## config.mk

```make
export PLATFORM = sky130hd
export DESIGN_NAME = video_top
export DESIGN_NICKNAME = d
export VERILOG_FILES = /design/src/common/video_pkg.sv /design/src/rtl/mode_select.sv /design/src/video_timing/timing_table.sv /design/src/video_timing/timing_gen.sv /design/src/rtl/video_top.sv
export SDC_FILE = /design/constraint.sdc
export NUM_CORES = 1
export LEC_CHECK = 0
export ABC_AREA = 1
export BUFFER_PORTS_ARGS = -buffer_cell sky130_fd_sc_hd__buf_2
export CAP_MARGIN = 30
export CELL_PAD_IN_SITES_DETAIL_PLACEMENT = 0
export CELL_PAD_IN_SITES_GLOBAL_PLACEMENT = 1
export CORE_MARGIN = 5
export CORE_UTILIZATION = 49
export CTS_BUF_LIST = sky130_fd_sc_hd__clkbuf_8 sky130_fd_sc_hd__clkbuf_16
export DETAILED_ROUTE_END_ITERATION = 6
export HOLD_SLACK_MARGIN = 0.03
export PLACE_DENSITY_LB_ADDON = 0.1
export SYNTH_ARGS = -nofsm -noshare
export SYNTH_HDL_FRONTEND = slang
export SYNTH_SLANG_ARGS = --single-unit
```

## constraint.sdc

```tcl
create_clock -name clk50m_bufg -period 9.8 [get_ports clk50m_bufg]
set_clock_uncertainty 0.2 [all_clocks]
set_input_delay 0.49 -clock clk50m_bufg [delete_from_list [all_inputs] [get_ports clk50m_bufg]]
set_output_delay 0.49 -clock clk50m_bufg [all_outputs]
set_load 0.03 [all_outputs]
```

## src/common/video_pkg.sv

```systemverilog
package video_pkg;

	typedef logic [10:0] coord_t;   // Pixel/line count or compare point
	typedef logic [3:0]  sw_code_t; // Raw or debounced switch code
	typedef logic [7:0]  clk_div_t; // Synthesizer M or D, minus one

	// Switch codes of the supported modes
	typedef enum logic [3:0] {
		MODE_VGA      = 4'b0000,
		MODE_SVGA     = 4'b0001,
		MODE_HDTV720P = 4'b0010,
		MODE_XGA      = 4'b0011,
		MODE_SXGA     = 4'b1000,
		MODE_CAMERA   = 4'b1001
	} mode_t;

	typedef struct packed {
		clk_div_t m; // Multiplier minus one
		clk_div_t d; // Divider minus one
	} clk_set_t;

	typedef struct packed {
		coord_t hpixels;
		coord_t hfporch;
		coord_t hsync_w;
		coord_t hbporch;
		coord_t vlines;
		coord_t vfporch;
		coord_t vsync_w;
		coord_t vbporch;
	} mode_timing_t;

	// Compare points, all inclusive upper bounds of the previous region
	typedef struct packed {
		coord_t hsblnk;
		coord_t hssync;
		coord_t hesync;
		coord_t heblnk;
		coord_t vsblnk;
		coord_t vssync;
		coord_t vesync;
		coord_t veblnk;
		logic   neg_polarity; // Sync active low
	} tc_t;

	//////////////////////////////////////////////////////////////////////
	// Mode table: active, front porch, sync, back porch
	//////////////////////////////////////////////////////////////////////
	localparam mode_timing_t TIMING_VGA      = '{11'd640, 11'd16, 11'd96, 11'd48,
		11'd480, 11'd11, 11'd2, 11'd31};
	localparam mode_timing_t TIMING_SVGA     = '{11'd800, 11'd40, 11'd128, 11'd88,
		11'd600, 11'd1, 11'd4, 11'd23};
	localparam mode_timing_t TIMING_XGA      = '{11'd1024, 11'd24, 11'd136, 11'd160,
		11'd768, 11'd3, 11'd6, 11'd29};
	localparam mode_timing_t TIMING_HDTV720P = '{11'd1280, 11'd110, 11'd40, 11'd220,
		11'd720, 11'd5, 11'd5, 11'd20};
	localparam mode_timing_t TIMING_SXGA     = '{11'd1280, 11'd48, 11'd112, 11'd248,
		11'd1024, 11'd1, 11'd3, 11'd38};
	localparam mode_timing_t TIMING_CAMERA   = '{11'd1280, 11'd110, 11'd39, 11'd220,
		11'd720, 11'd4, 11'd4, 11'd22};

	// Pixel clock settings, 50 MHz * (M+1) / (D+1)
	localparam clk_set_t CLK_VGA      = '{8'd1, 8'd3};     // 25 MHz
	localparam clk_set_t CLK_SVGA     = '{8'd3, 8'd4};     // 40 MHz
	localparam clk_set_t CLK_XGA      = '{8'd12, 8'd9};    // 65 MHz
	localparam clk_set_t CLK_SXGA     = '{8'd53, 8'd24};   // 108 MHz
	localparam clk_set_t CLK_CAMERA   = '{8'd134, 8'd90};
	localparam clk_set_t CLK_HDTV720P = '{8'd247, 8'd166}; // 74.25 MHz

	function automatic mode_timing_t mode_timing(mode_t mode);
		case (mode)
			MODE_VGA:    return TIMING_VGA;
			MODE_SVGA:   return TIMING_SVGA;
			MODE_XGA:    return TIMING_XGA;
			MODE_SXGA:   return TIMING_SXGA;
			MODE_CAMERA: return TIMING_CAMERA;
			default:     return TIMING_HDTV720P;
		endcase
	endfunction

	// VGA and XGA use negative sync, the rest positive
	function automatic logic mode_neg_polarity(mode_t mode);
		return (mode == MODE_VGA) || (mode == MODE_XGA);
	endfunction

	function automatic clk_set_t mode_clk_set(mode_t mode);
		case (mode)
			MODE_VGA:    return CLK_VGA;
			MODE_SVGA:   return CLK_SVGA;
			MODE_XGA:    return CLK_XGA;
			MODE_SXGA:   return CLK_SXGA;
			MODE_CAMERA: return CLK_CAMERA;
			default:     return CLK_HDTV720P;
		endcase
	endfunction

endpackage

```

## src/rtl/mode_select.sv

```systemverilog
`timescale 1ns/100ps

module mode_select
	import video_pkg::*;
#(
	parameter int DEBOUNCE_CYCLES = 500000 // Cycles of stable input before accept
) (
	input  logic     clk50m_bufg,
	input  logic     rst,
	input  sw_code_t sw,          // Asynchronous board switches
	output mode_t    mode,
	output clk_set_t clk_set,
	output logic     prog_go,     // Load M/D into synthesizer
	output logic     mode_change  // High in first cycle of new mode
);

	localparam int CNT_W = $clog2(DEBOUNCE_CYCLES + 1);

	sw_code_t         sw_meta;    // First sync stage
	sw_code_t         sw_sync;    // Second sync stage
	sw_code_t         sw_prev;    // Previous sample for compare
	logic [CNT_W-1:0] stable_cnt;
	logic             stable;
	mode_t            new_mode;

	// Undefined codes fall back to 720p
	function automatic mode_t decode_sw(sw_code_t code);
		case (code)
			MODE_VGA, MODE_SVGA, MODE_HDTV720P,
			MODE_XGA, MODE_SXGA, MODE_CAMERA: return mode_t'(code);
			default: return MODE_HDTV720P;
		endcase
	endfunction

	//////////////////////////////////////////////////////////////////////
	// Synchronizer and debouncer
	//////////////////////////////////////////////////////////////////////
	always_ff @(posedge clk50m_bufg) begin
		if (rst) begin
			sw_meta <= '0;
			sw_sync <= '0;
			sw_prev <= '0;
		end else begin
			sw_meta <= sw;
			sw_sync <= sw_meta;
			sw_prev <= sw_sync;
		end
	end

	assign stable = (stable_cnt == CNT_W'(DEBOUNCE_CYCLES));

	always_ff @(posedge clk50m_bufg) begin
		if (rst) begin
			stable_cnt <= '0;
		end else if (sw_sync != sw_prev) begin
			stable_cnt <= '0; // Any movement restarts the wait
		end else if (!stable) begin
			stable_cnt <= stable_cnt + CNT_W'(1);
		end
	end

	assign new_mode = decode_sw(sw_prev);

	//////////////////////////////////////////////////////////////////////
	// Mode and clock-setting registers
	//////////////////////////////////////////////////////////////////////
	always_ff @(posedge clk50m_bufg) begin
		if (rst) begin
			mode        <= MODE_VGA;
			clk_set     <= CLK_VGA;
			mode_change <= 1'b0;
			prog_go     <= 1'b0;
		end else begin
			mode_change <= 1'b0;
			prog_go     <= mode_change; // One cycle behind the mode update
			if (stable && (new_mode != mode)) begin
				mode        <= new_mode;
				clk_set     <= mode_clk_set(new_mode);
				mode_change <= 1'b1;
			end
		end
	end

endmodule

```

## src/video_timing/timing_table.sv

```systemverilog
`timescale 1ns/100ps

module timing_table
	import video_pkg::*;
(
	input  logic  clk50m_bufg,
	input  logic  rst,
	input  mode_t mode,
	output tc_t   tc // Follows mode by one cycle
);

	// Each point is the last count of the region before it
	function automatic tc_t compare_points(mode_t m);
		mode_timing_t mt;
		tc_t          pts;
		mt = mode_timing(m);
		pts.hsblnk       = mt.hpixels - 11'd1;      // Last active pixel
		pts.hssync       = pts.hsblnk + mt.hfporch; // End of front porch
		pts.hesync       = pts.hssync + mt.hsync_w; // Last sync pixel
		pts.heblnk       = pts.hesync + mt.hbporch; // Last pixel of line
		pts.vsblnk       = mt.vlines - 11'd1;
		pts.vssync       = pts.vsblnk + mt.vfporch;
		pts.vesync       = pts.vssync + mt.vsync_w;
		pts.veblnk       = pts.vesync + mt.vbporch;
		pts.neg_polarity = mode_neg_polarity(m);
		return pts;
	endfunction

	//////////////////////////////////////////////////////////////////////
	// Registered lookup, breaks the adder chain from the counters
	//////////////////////////////////////////////////////////////////////
	always_ff @(posedge clk50m_bufg) begin
		if (rst) begin
			tc <= compare_points(MODE_VGA); // Matches reset mode
		end else begin
			tc <= compare_points(mode);
		end
	end

endmodule

```

## src/video_timing/timing_gen.sv

```systemverilog
`timescale 1ns/100ps

module timing_gen
	import video_pkg::*;
(
	input  logic   clk50m_bufg,
	input  logic   rst,
	input  logic   restart, // Mode change, clears counters and pipe
	input  tc_t    tc,
	output logic   hsync,
	output logic   vsync,
	output logic   de,
	output coord_t hcount,
	output coord_t vcount
);

	// One stage of the output delay line
	typedef struct packed {
		logic   hsync;
		logic   vsync;
		logic   de;
		coord_t hcount;
		coord_t vcount;
	} vid_t;

	// VGA sync idles high
	localparam vid_t VGA_IDLE = '{1'b1, 1'b1, 1'b0, 11'd0, 11'd0};

	coord_t h_cnt;
	coord_t v_cnt;
	logic   h_wrap;    // Last pixel of line
	logic   h_blnk;
	logic   v_blnk;
	logic   h_sync_on; // Sync region, before polarity
	logic   v_sync_on;
	vid_t   pipe_in;
	vid_t   pipe_idle;
	vid_t   pipe_q1;
	vid_t   pipe_q2;

	//////////////////////////////////////////////////////////////////////
	// Horizontal and vertical counters
	//////////////////////////////////////////////////////////////////////
	assign h_wrap = (h_cnt == tc.heblnk);

	always_ff @(posedge clk50m_bufg) begin
		if (rst || restart) begin
			h_cnt <= '0;
			v_cnt <= '0;
		end else if (h_wrap) begin
			h_cnt <= '0;
			if (v_cnt == tc.veblnk) begin
				v_cnt <= '0; // End of frame
			end else begin
				v_cnt <= v_cnt + 11'd1;
			end
		end else begin
			h_cnt <= h_cnt + 11'd1;
		end
	end

	//////////////////////////////////////////////////////////////////////
	// Blanking, sync and enable decode
	//////////////////////////////////////////////////////////////////////
	assign h_blnk    = (h_cnt > tc.hsblnk);
	assign v_blnk    = (v_cnt > tc.vsblnk);
	assign h_sync_on = (h_cnt > tc.hssync) && (h_cnt <= tc.hesync);
	assign v_sync_on = (v_cnt > tc.vssync) && (v_cnt <= tc.vesync);

	always_comb begin
		pipe_in.hsync  = h_sync_on ^ tc.neg_polarity; // Low active when negative
		pipe_in.vsync  = v_sync_on ^ tc.neg_polarity;
		pipe_in.de     = !h_blnk && !v_blnk;
		pipe_in.hcount = h_cnt;
		pipe_in.vcount = v_cnt;
	end

	// Inactive sync at the current polarity
	always_comb begin
		pipe_idle        = '0;
		pipe_idle.hsync  = tc.neg_polarity;
		pipe_idle.vsync  = tc.neg_polarity;
	end

	//////////////////////////////////////////////////////////////////////
	// Two-stage output delay, counts travel with sync and de
	//////////////////////////////////////////////////////////////////////
	always_ff @(posedge clk50m_bufg) begin
		if (rst) begin
			pipe_q1 <= VGA_IDLE;
			pipe_q2 <= VGA_IDLE;
		end else if (restart) begin
			pipe_q1 <= pipe_idle;
			pipe_q2 <= pipe_idle;
		end else begin
			pipe_q1 <= pipe_in;
			pipe_q2 <= pipe_q1;
		end
	end

	assign hsync  = pipe_q2.hsync;
	assign vsync  = pipe_q2.vsync;
	assign de     = pipe_q2.de;
	assign hcount = pipe_q2.hcount;
	assign vcount = pipe_q2.vcount;

endmodule

```

## src/rtl/video_top.sv

```systemverilog
`timescale 1ns/100ps

module video_top
	import video_pkg::*;
#(
	parameter int DEBOUNCE_CYCLES = 500000 // About 10 ms at 50 MHz
) (
	input  logic     clk50m_bufg,
	input  logic     rst,
	input  sw_code_t sw,      // Mode switches
	output logic     hsync,
	output logic     vsync,
	output logic     de,
	output coord_t   hcount,
	output coord_t   vcount,
	output clk_set_t clk_set, // Pixel clock M/D
	output logic     prog_go,
	output mode_t    mode
);

	logic mode_change; // Restart for the raster
	tc_t  tc;

	mode_select #(
		.DEBOUNCE_CYCLES(DEBOUNCE_CYCLES)
	) mode_select_inst (
		.clk50m_bufg(clk50m_bufg),
		.rst        (rst),
		.sw         (sw),
		.mode       (mode),
		.clk_set    (clk_set),
		.prog_go    (prog_go),
		.mode_change(mode_change)
	);

	timing_table timing_table_inst (
		.clk50m_bufg(clk50m_bufg),
		.rst        (rst),
		.mode       (mode),
		.tc         (tc)
	);

	timing_gen timing_gen_inst (
		.clk50m_bufg(clk50m_bufg),
		.rst        (rst),
		.restart    (mode_change),
		.tc         (tc),
		.hsync      (hsync),
		.vsync      (vsync),
		.de         (de),
		.hcount     (hcount),
		.vcount     (vcount)
	);

endmodule

```

==> impl_metrics.toml, run 1 <==
[floorplan]
io_pins = 52
dieArea_um2 = 22600
die_w_um = 150
core_area_um2 = 19500
initial_core_util = 0.497
rows = 51
die_height_um = 150

[critical_path]
setup.worst_path.end_class = "register"
critPathMaxFanout = 6
r2r-start = "mode_select_inst.mode[2]$_SDFFE_PP0P_"
rr_endpoint = "timing_table_inst.tc[54]$_SDFF_PP1_"
critPathKind = "register to register"
worst_ep_required_time_ps = 9900
r2r_setup_slack_ps = 5610
worstPathArrival_ps = 4290
worstSetupStartpointType = "register"
reg2reg_depth = 23

[global_routing]
track_usage = 0.194
overflow = 0
use_met1 = 0.261
grt_use_met3 = 0.0316
grt_start_max_net_pins = 54
antenna_found_initial = 0
grt_pass1_vias = 7305
grt_use_met2 = 0.316
busiest_layer = "met2"
grt_pass1_wl_um = 35000

[pwr]
p_leak_nw = 5.25
ir_worst_vdd_mv = 0.140
powerDensity_nw_per_um2 = 144

[clock_tree]
cts_root_buffer = "clkbuf_16"
h-tree-depth = 4
hold_buffers = 0
cts_tree = "built"
post-cts-setup-buffers = 0
clkLatencyLatePin_ps = 430
cts_sinks = 196
cts_buffers = 17
cts.path.max_buffers = 2
cts_resized = 0
clk_pin_slew_ps = 70

[layout]
final_cells = 1636
layout-drive-gt1-share = 0.0926
insertedDiodeCount = 0
syn_to_final_growth_pct = 11.6
nNetsFinal = 1453

[synthesis]
ys_warn_count = 0
synth_edf_count = 0
synth_cell_types = 46
seq_area_frac_synth = 0.406
synth.avg_cell_area_um2 = 7.41
synthFlopType = "dfxtp_1"
synth_cells = 1305
ys_async_sr_fraction = 0
synth_seq_cells = 196
netlist_area_um2 = 9670

[placement]
dp_slack_ps = 5690
place_congestion = 0.876
dp_hpwl_um = 16200
place_inst = 1604
io_buffer_count = 51

[timing]
max_freq_mhz = 239
tns_ps = 0
rsz0062_at_grt = "false"
max_slew_margin = 0.496
drv_slew = 0
setup-violations-final = 0
setup_slack_ps = 5610
finalHoldViolations = 0
worst-slew-pin-transition_ps = 745
min_period_ps = 4190
min_period_over_period = 0.427

[route]
drtIter0Drc = 360
ant_nets = 0
wl_per_cell_um = 12.8
drcViolationCount = 0
drt-total-wl_um = 21000
dr.pass1.iters = 5
via_count = 7846
vias_per_cell = 4.80

[worst_hold_path]
min_path_cells = 3
min_to = "mode_select_inst.sw_meta[2]$_SDFF_PP0_"
worstHoldPathType = "primary input to register"
hold_start = "sw[2]"

[job]
max_cap_viol_count = 0

[run_status]
outcome = "finished, final reports clean"
## worst max-delay path, cell delays in order (launching register included)
cell	delay, ps
dfxtp_1	390
nor2_4	230
inv_1	70
nor2_1	170
inv_1	150
ha_1	380
nor2_1	150
a31oi_1	70
a41o_1	220
xor2_1	210
inv_1	70
ha_1	320
inv_1	80
xor2_1	160
inv_1	60
ha_1	290
inv_1	120
o21bai_1	90
a31oi_1	240
nor2_1	70
nor2_1	120
nor2_1	50
o21ai_0	80
nand3_1	90
## report_power, final
| part | internal, W | total (W) | switching (W) |
|---|---|---|---|
| clock | 0.000394 | 0.000710 | 0.000316 |
| combinational | 0.0000101 | 0.0000371 | 0.0000270 |
| sequential | 0.000802 | 0.000805 | 0.00000310 |
| total | 0.00121 | 0.00155 | 0.000346 |
## area by class of cell
| cell class | count | area, µm² |
|---|---|---|
| clock buffer | 19 | 453 |
| clock inverter | 13 | 145 |
| fill | 1849 | 8670 |
| inverter | 248 | 931 |
| multi-input combinational | 840 | 4720 |
| sequential | 196 | 3920 |
| tap | 265 | 332 |
| timing repair buffer | 55 | 285 |
## flip-flops by register name, summed over array words and instances (netlist names), 4 cells and up
name                         flops
timing_gen_inst.h_cnt           11
mode_select_inst.clk_set        13
timing_gen_inst.vcount          11
mode_select_inst.stable_cnt     19
timing_gen_inst.v_cnt           11
mode_select_inst.sw_prev         4
timing_table_inst.tc            74
mode_select_inst.mode            4
mode_select_inst.sw_sync         4
timing_gen_inst.hcount          11
timing_gen_inst.pipe_q1         25
mode_select_inst.sw_meta         4
## synthesized netlist by cell type, types with 2 or more instances
master	n	area share
o2111ai_1	5	0.0045
nor3_1	19	0.0098
nor2_4	2	0.0023
conb_1	2	0.00078
nand3_1	44	0.023
o21ai_0	37	0.019
a21o_1	2	0.0016
nand2_4	3	0.0035
nand2_2	8	0.0052
dfxtp_1	196	0.41
nor4_1	8	0.0052
inv_1	240	0.093
a31oi_1	6	0.0039
nand4_1	28	0.018
o22ai_1	5	0.0032
nand3_2	2	0.0021
buf_1	3	0.0012
fa_1	3	0.0062
nor3b_1	5	0.0039
ha_1	86	0.11
clkbuf_1	15	0.0058
inv_2	7	0.0027
o21ai_1	4	0.0021
nor2_1	172	0.067
o21bai_1	3	0.0023
o21a_1	2	0.0016
xor2_1	18	0.016
a211oi_1	6	0.0047
o41ai_1	2	0.0018
a21oi_1	81	0.042
buf_4	4	0.0031
nand2_1	250	0.097
or2_2	14	0.0091
xnor2_1	11	0.010
## metrics by stage
stage | total power [W] | hold WS, ps | cell area (µm²) | utilization
floorplan | 0.000850 | 188 | 9670 | -
global placement | 0.000860 | 189 | 10200 | 0.524
detailed placement | 0.000861 | 193 | 10200 | 0.524
CTS | 0.00157 | 37.7 | 10800 | 0.554
global route | 0.00161 | 55.9 | 10800 | 0.554
finish | 0.00155 | 52.7 | 10800 | 0.554
## cells in the final DEF, fill, tap and decap left out, types with 18 or more instances in the layout
cell type	netlist	layout
xor2_1	18	18
a21oi_1	81	81
buf_2	0	51
nand2_1	250	250
nor3_1	19	19
nor2_1	172	172
dfxtp_1	196	196
ha_1	86	86
nand3_1	44	44
inv_1	240	241
o21ai_0	37	37
nand4_1	28	28
## per-layer routing
metal / vias up / routed length, µm
met1: 3462 / 10500
met3: 33 / 643
met2: 123 / 9390
met5: - / 0
met4: 0 / 472
li1: 4228 / -
## how the worst max path moves through the flow
stage	end	depth (start not counted)	start
detailed placement	timing_table_inst.tc[54]$_SDFF_PP1_	23	mode_select_inst.mode[2]$_SDFFE_PP0P_
CTS	timing_table_inst.tc[54]$_SDFF_PP1_	23	mode_select_inst.mode[2]$_SDFFE_PP0P_
global route	timing_table_inst.tc[54]$_SDFF_PP1_	23	mode_select_inst.mode[1]$_SDFFE_PP0P_
floorplan	timing_table_inst.tc[55]$_SDFF_PP0_	23	mode_select_inst.mode[2]$_SDFFE_PP0P_
global placement	timing_table_inst.tc[55]$_SDFF_PP0_	24	mode_select_inst.mode[0]$_SDFFE_PP0P_
finish	timing_table_inst.tc[54]$_SDFF_PP1_	23	mode_select_inst.mode[2]$_SDFFE_PP0P_
## kinds of logic (layout without fill, tap and decap cells)
logic type                 after synthesis  after routing  synth area share
and+or+nand+nor                        560            560             0.250
other                                    2              3          0.000777
DFF                                    196            196             0.406
buffers and inverters                  270            335             0.106
xor gates and xnor gates                30             30            0.0279
AOI/OAI and AO/OA                      158            158            0.0913
adders and majority gates               89             89             0.117
Power figures use the tool's default switching activity.
==> inputs of run 2 (changes only) <==
--- a/config.mk
+++ b/config.mk
@@ -11,7 +11,7 @@
 export CELL_PAD_IN_SITES_DETAIL_PLACEMENT = 0
 export CELL_PAD_IN_SITES_GLOBAL_PLACEMENT = 1
 export CORE_MARGIN = 5
-export CORE_UTILIZATION = 49
+export CORE_UTILIZATION = 45
 export CTS_BUF_LIST = sky130_fd_sc_hd__clkbuf_8 sky130_fd_sc_hd__clkbuf_16
 export DETAILED_ROUTE_END_ITERATION = 6
 export HOLD_SLACK_MARGIN = 0.03
==> constraint.sdc (replaced) <==
create_clock -name clk50m_bufg -period 4.15 [get_ports clk50m_bufg]
set_clock_uncertainty 0.2 [all_clocks]
set_input_delay 0.2075 -clock clk50m_bufg [delete_from_list [all_inputs] [get_ports clk50m_bufg]]
set_output_delay 0.2075 -clock clk50m_bufg [all_outputs]
set_load 0.03 [all_outputs]
==> impl_metrics.toml, run 2 (same netlist as run 1, synthesis figures left out) <==
[placement]
placed_cell_area_um2 = 10200
io_buffer_count = 51
dp_hpwl_um = 17000
place_congestion = 0.876

[clock_tree]
cts.path.max_buffers = 2
cts_root_buffer = "clkbuf_16"
h-tree-depth = 4
clkLatencyLatePin_ps = 440
cts_sinks = 196
cts_buffers = 17
clk_pin_slew_ps = 70
cts_tree = "built"

[layout]
stdcell_area_um2 = 11000
largest-register = "timing_table_inst.tc"
syn_to_final_growth_pct = 14.2
nNetsFinal = 1473
layout_common_cells = "249 x nand2_1, 236 x inv_1, 192 x dfxtp_1, 168 x nor2_1, 83 x ha_1"
largest_reg_flops = 74
layout-drive-gt1-share = 0.117
top_regs = "timing_table_inst.tc x74, timing_gen_inst.pipe_q1 x25, mode_select_inst.stable_cnt x19"
insertedDiodeCount = 0
final_common_cell = "nand2_1"

[route]
wl_per_cell_um = 13.2
dr.pass1.iters = 5
ant_nets = 0
drcViolationCount = 0
drt-total-wl_um = 22000
via_count = 7939
vias_per_cell = 4.77
drtIter0Drc = 373

[worst_hold_path]
min_path_cells = 2
worstHoldPathType = "primary input to register"

[pwr]
ir_worst_vdd_mv = 0.258
p_leak_nw = 5.33
powerDensity_nw_per_um2 = 331

[critical_path]
worstPathArrival_ps = 3970
worst_ep_required_time_ps = 4260
critPathKind = "register to register"
setup.worst_path.end_class = "register"
reg2reg_depth = 25
worstSetupStartpointType = "register"
critPathMaxFanout = 6

[timing]
whs_ps = 85.9
drv_slew = 0
finalHoldViolations = 0
setup-violations-final = 0
rsz0062_at_grt = "true"
max_slew_margin = 0.510
worst-slew-pin-transition_ps = 729
min_period_over_period = 0.931
max_freq_mhz = 259
min_period_ps = 3860

[floorplan]
io_pins = 52
core_area_um2 = 21100
initial_core_util = 0.459
die_w_um = 157
die_height_um = 157
dieArea_um2 = 24500
rows = 53

[job]
max_cap_viol_count = 0

[run_status]
outcome = "finished, final reports clean"

[global_routing]
grt_start_max_net_pins = 35
track_usage = 0.186
antenna_found_initial = 0
overflow = 0
grt_pass1_vias = 7575
grt_pass1_wl_um = 36700
-- run 2: stage by stage --
step	setup slack (ps)	std cells	TNS [ps]	total power, W	util
floorplan	258	1306	0	0.00201	-
global placement	211	1619	0	0.00203	0.486
detailed placement	145	1619	0	0.00203	0.486
CTS	56.2	1654	0	0.00370	0.516
global route	-44.2	1665	-97.0	0.00380	0.524
finish	285	1665	0	0.00366	0.524
-- run 2: path summary, 6_finish.rpt --
path | startpoint | to | slack [ps]
setup / recovery | mode_select_inst.mode[2]$_SDFFE_PP0P_ | timing_table_inst.tc[10]$_SDFF_PP1_ | 290
hold / removal | rst | mode_select_inst.sw_prev[1]$_SDFF_PP0_ | 90
setup reg to reg | mode_select_inst.mode[2]$_SDFFE_PP0P_ | timing_table_inst.tc[10]$_SDFF_PP1_ | 290
hold reg to reg | mode_select_inst.sw_meta[1]$_SDFF_PP0_ | mode_select_inst.sw_sync[1]$_SDFF_PP0_ | 200
-- run 2: critical path: stages, from the launching register on --
cell and delay (ps):
dfxtp_2 360, nor2_4 230, nand2_4 120, nand2_4 110, inv_2 50, ha_1 230, or2_2 310, nand2_1 60
ha_1 290, nand2_1 100, nand2_1 90, a31oi_4 190, xor2_1 200, inv_1 60, ha_1 280, nand2_1 70
nand2_1 60, nand2_1 40, nand2_1 80, nand2_1 60, nand2_1 60, nand3_1 110, nor2_2 160, nand2_1 70
nand2_1 50, nand3_1 60
-- run 2: layer usage --
layer	track usage	vias up	wire length (µm)
li1	-	4261	-
met1	0.252	3495	10900
met5	0	-	0
met4	0.0574	0	337
met2	0.303	155	10000
met3	0.0326	28	810
-- run 2: final cells by class --
type	count	area (µm²)
fill	2131	10000
clock buffer	18	439
sequential	196	3930
inverter	248	935
tap	275	344
clock inverter	13	149
timing repair buffer	75	445
multi-input combinational	840	4810
-- run 2: power breakdown --
group | switching [W] | total (W) | internal [W]
registers | 0.00000741 | 0.00190 | 0.00189
clock network | 0.000754 | 0.00167 | 0.000912
logic | 0.0000638 | 0.0000904 | 0.0000265
total | 0.000825 | 0.00366 | 0.00283
-- run 2: what timing repair did --
item,CTS,global route
hold buffers,4,0
resized for setup,0,24
endpoints found under the setup margin,0,7
buffers inserted,0,11
endpoints found under the hold margin,4,0
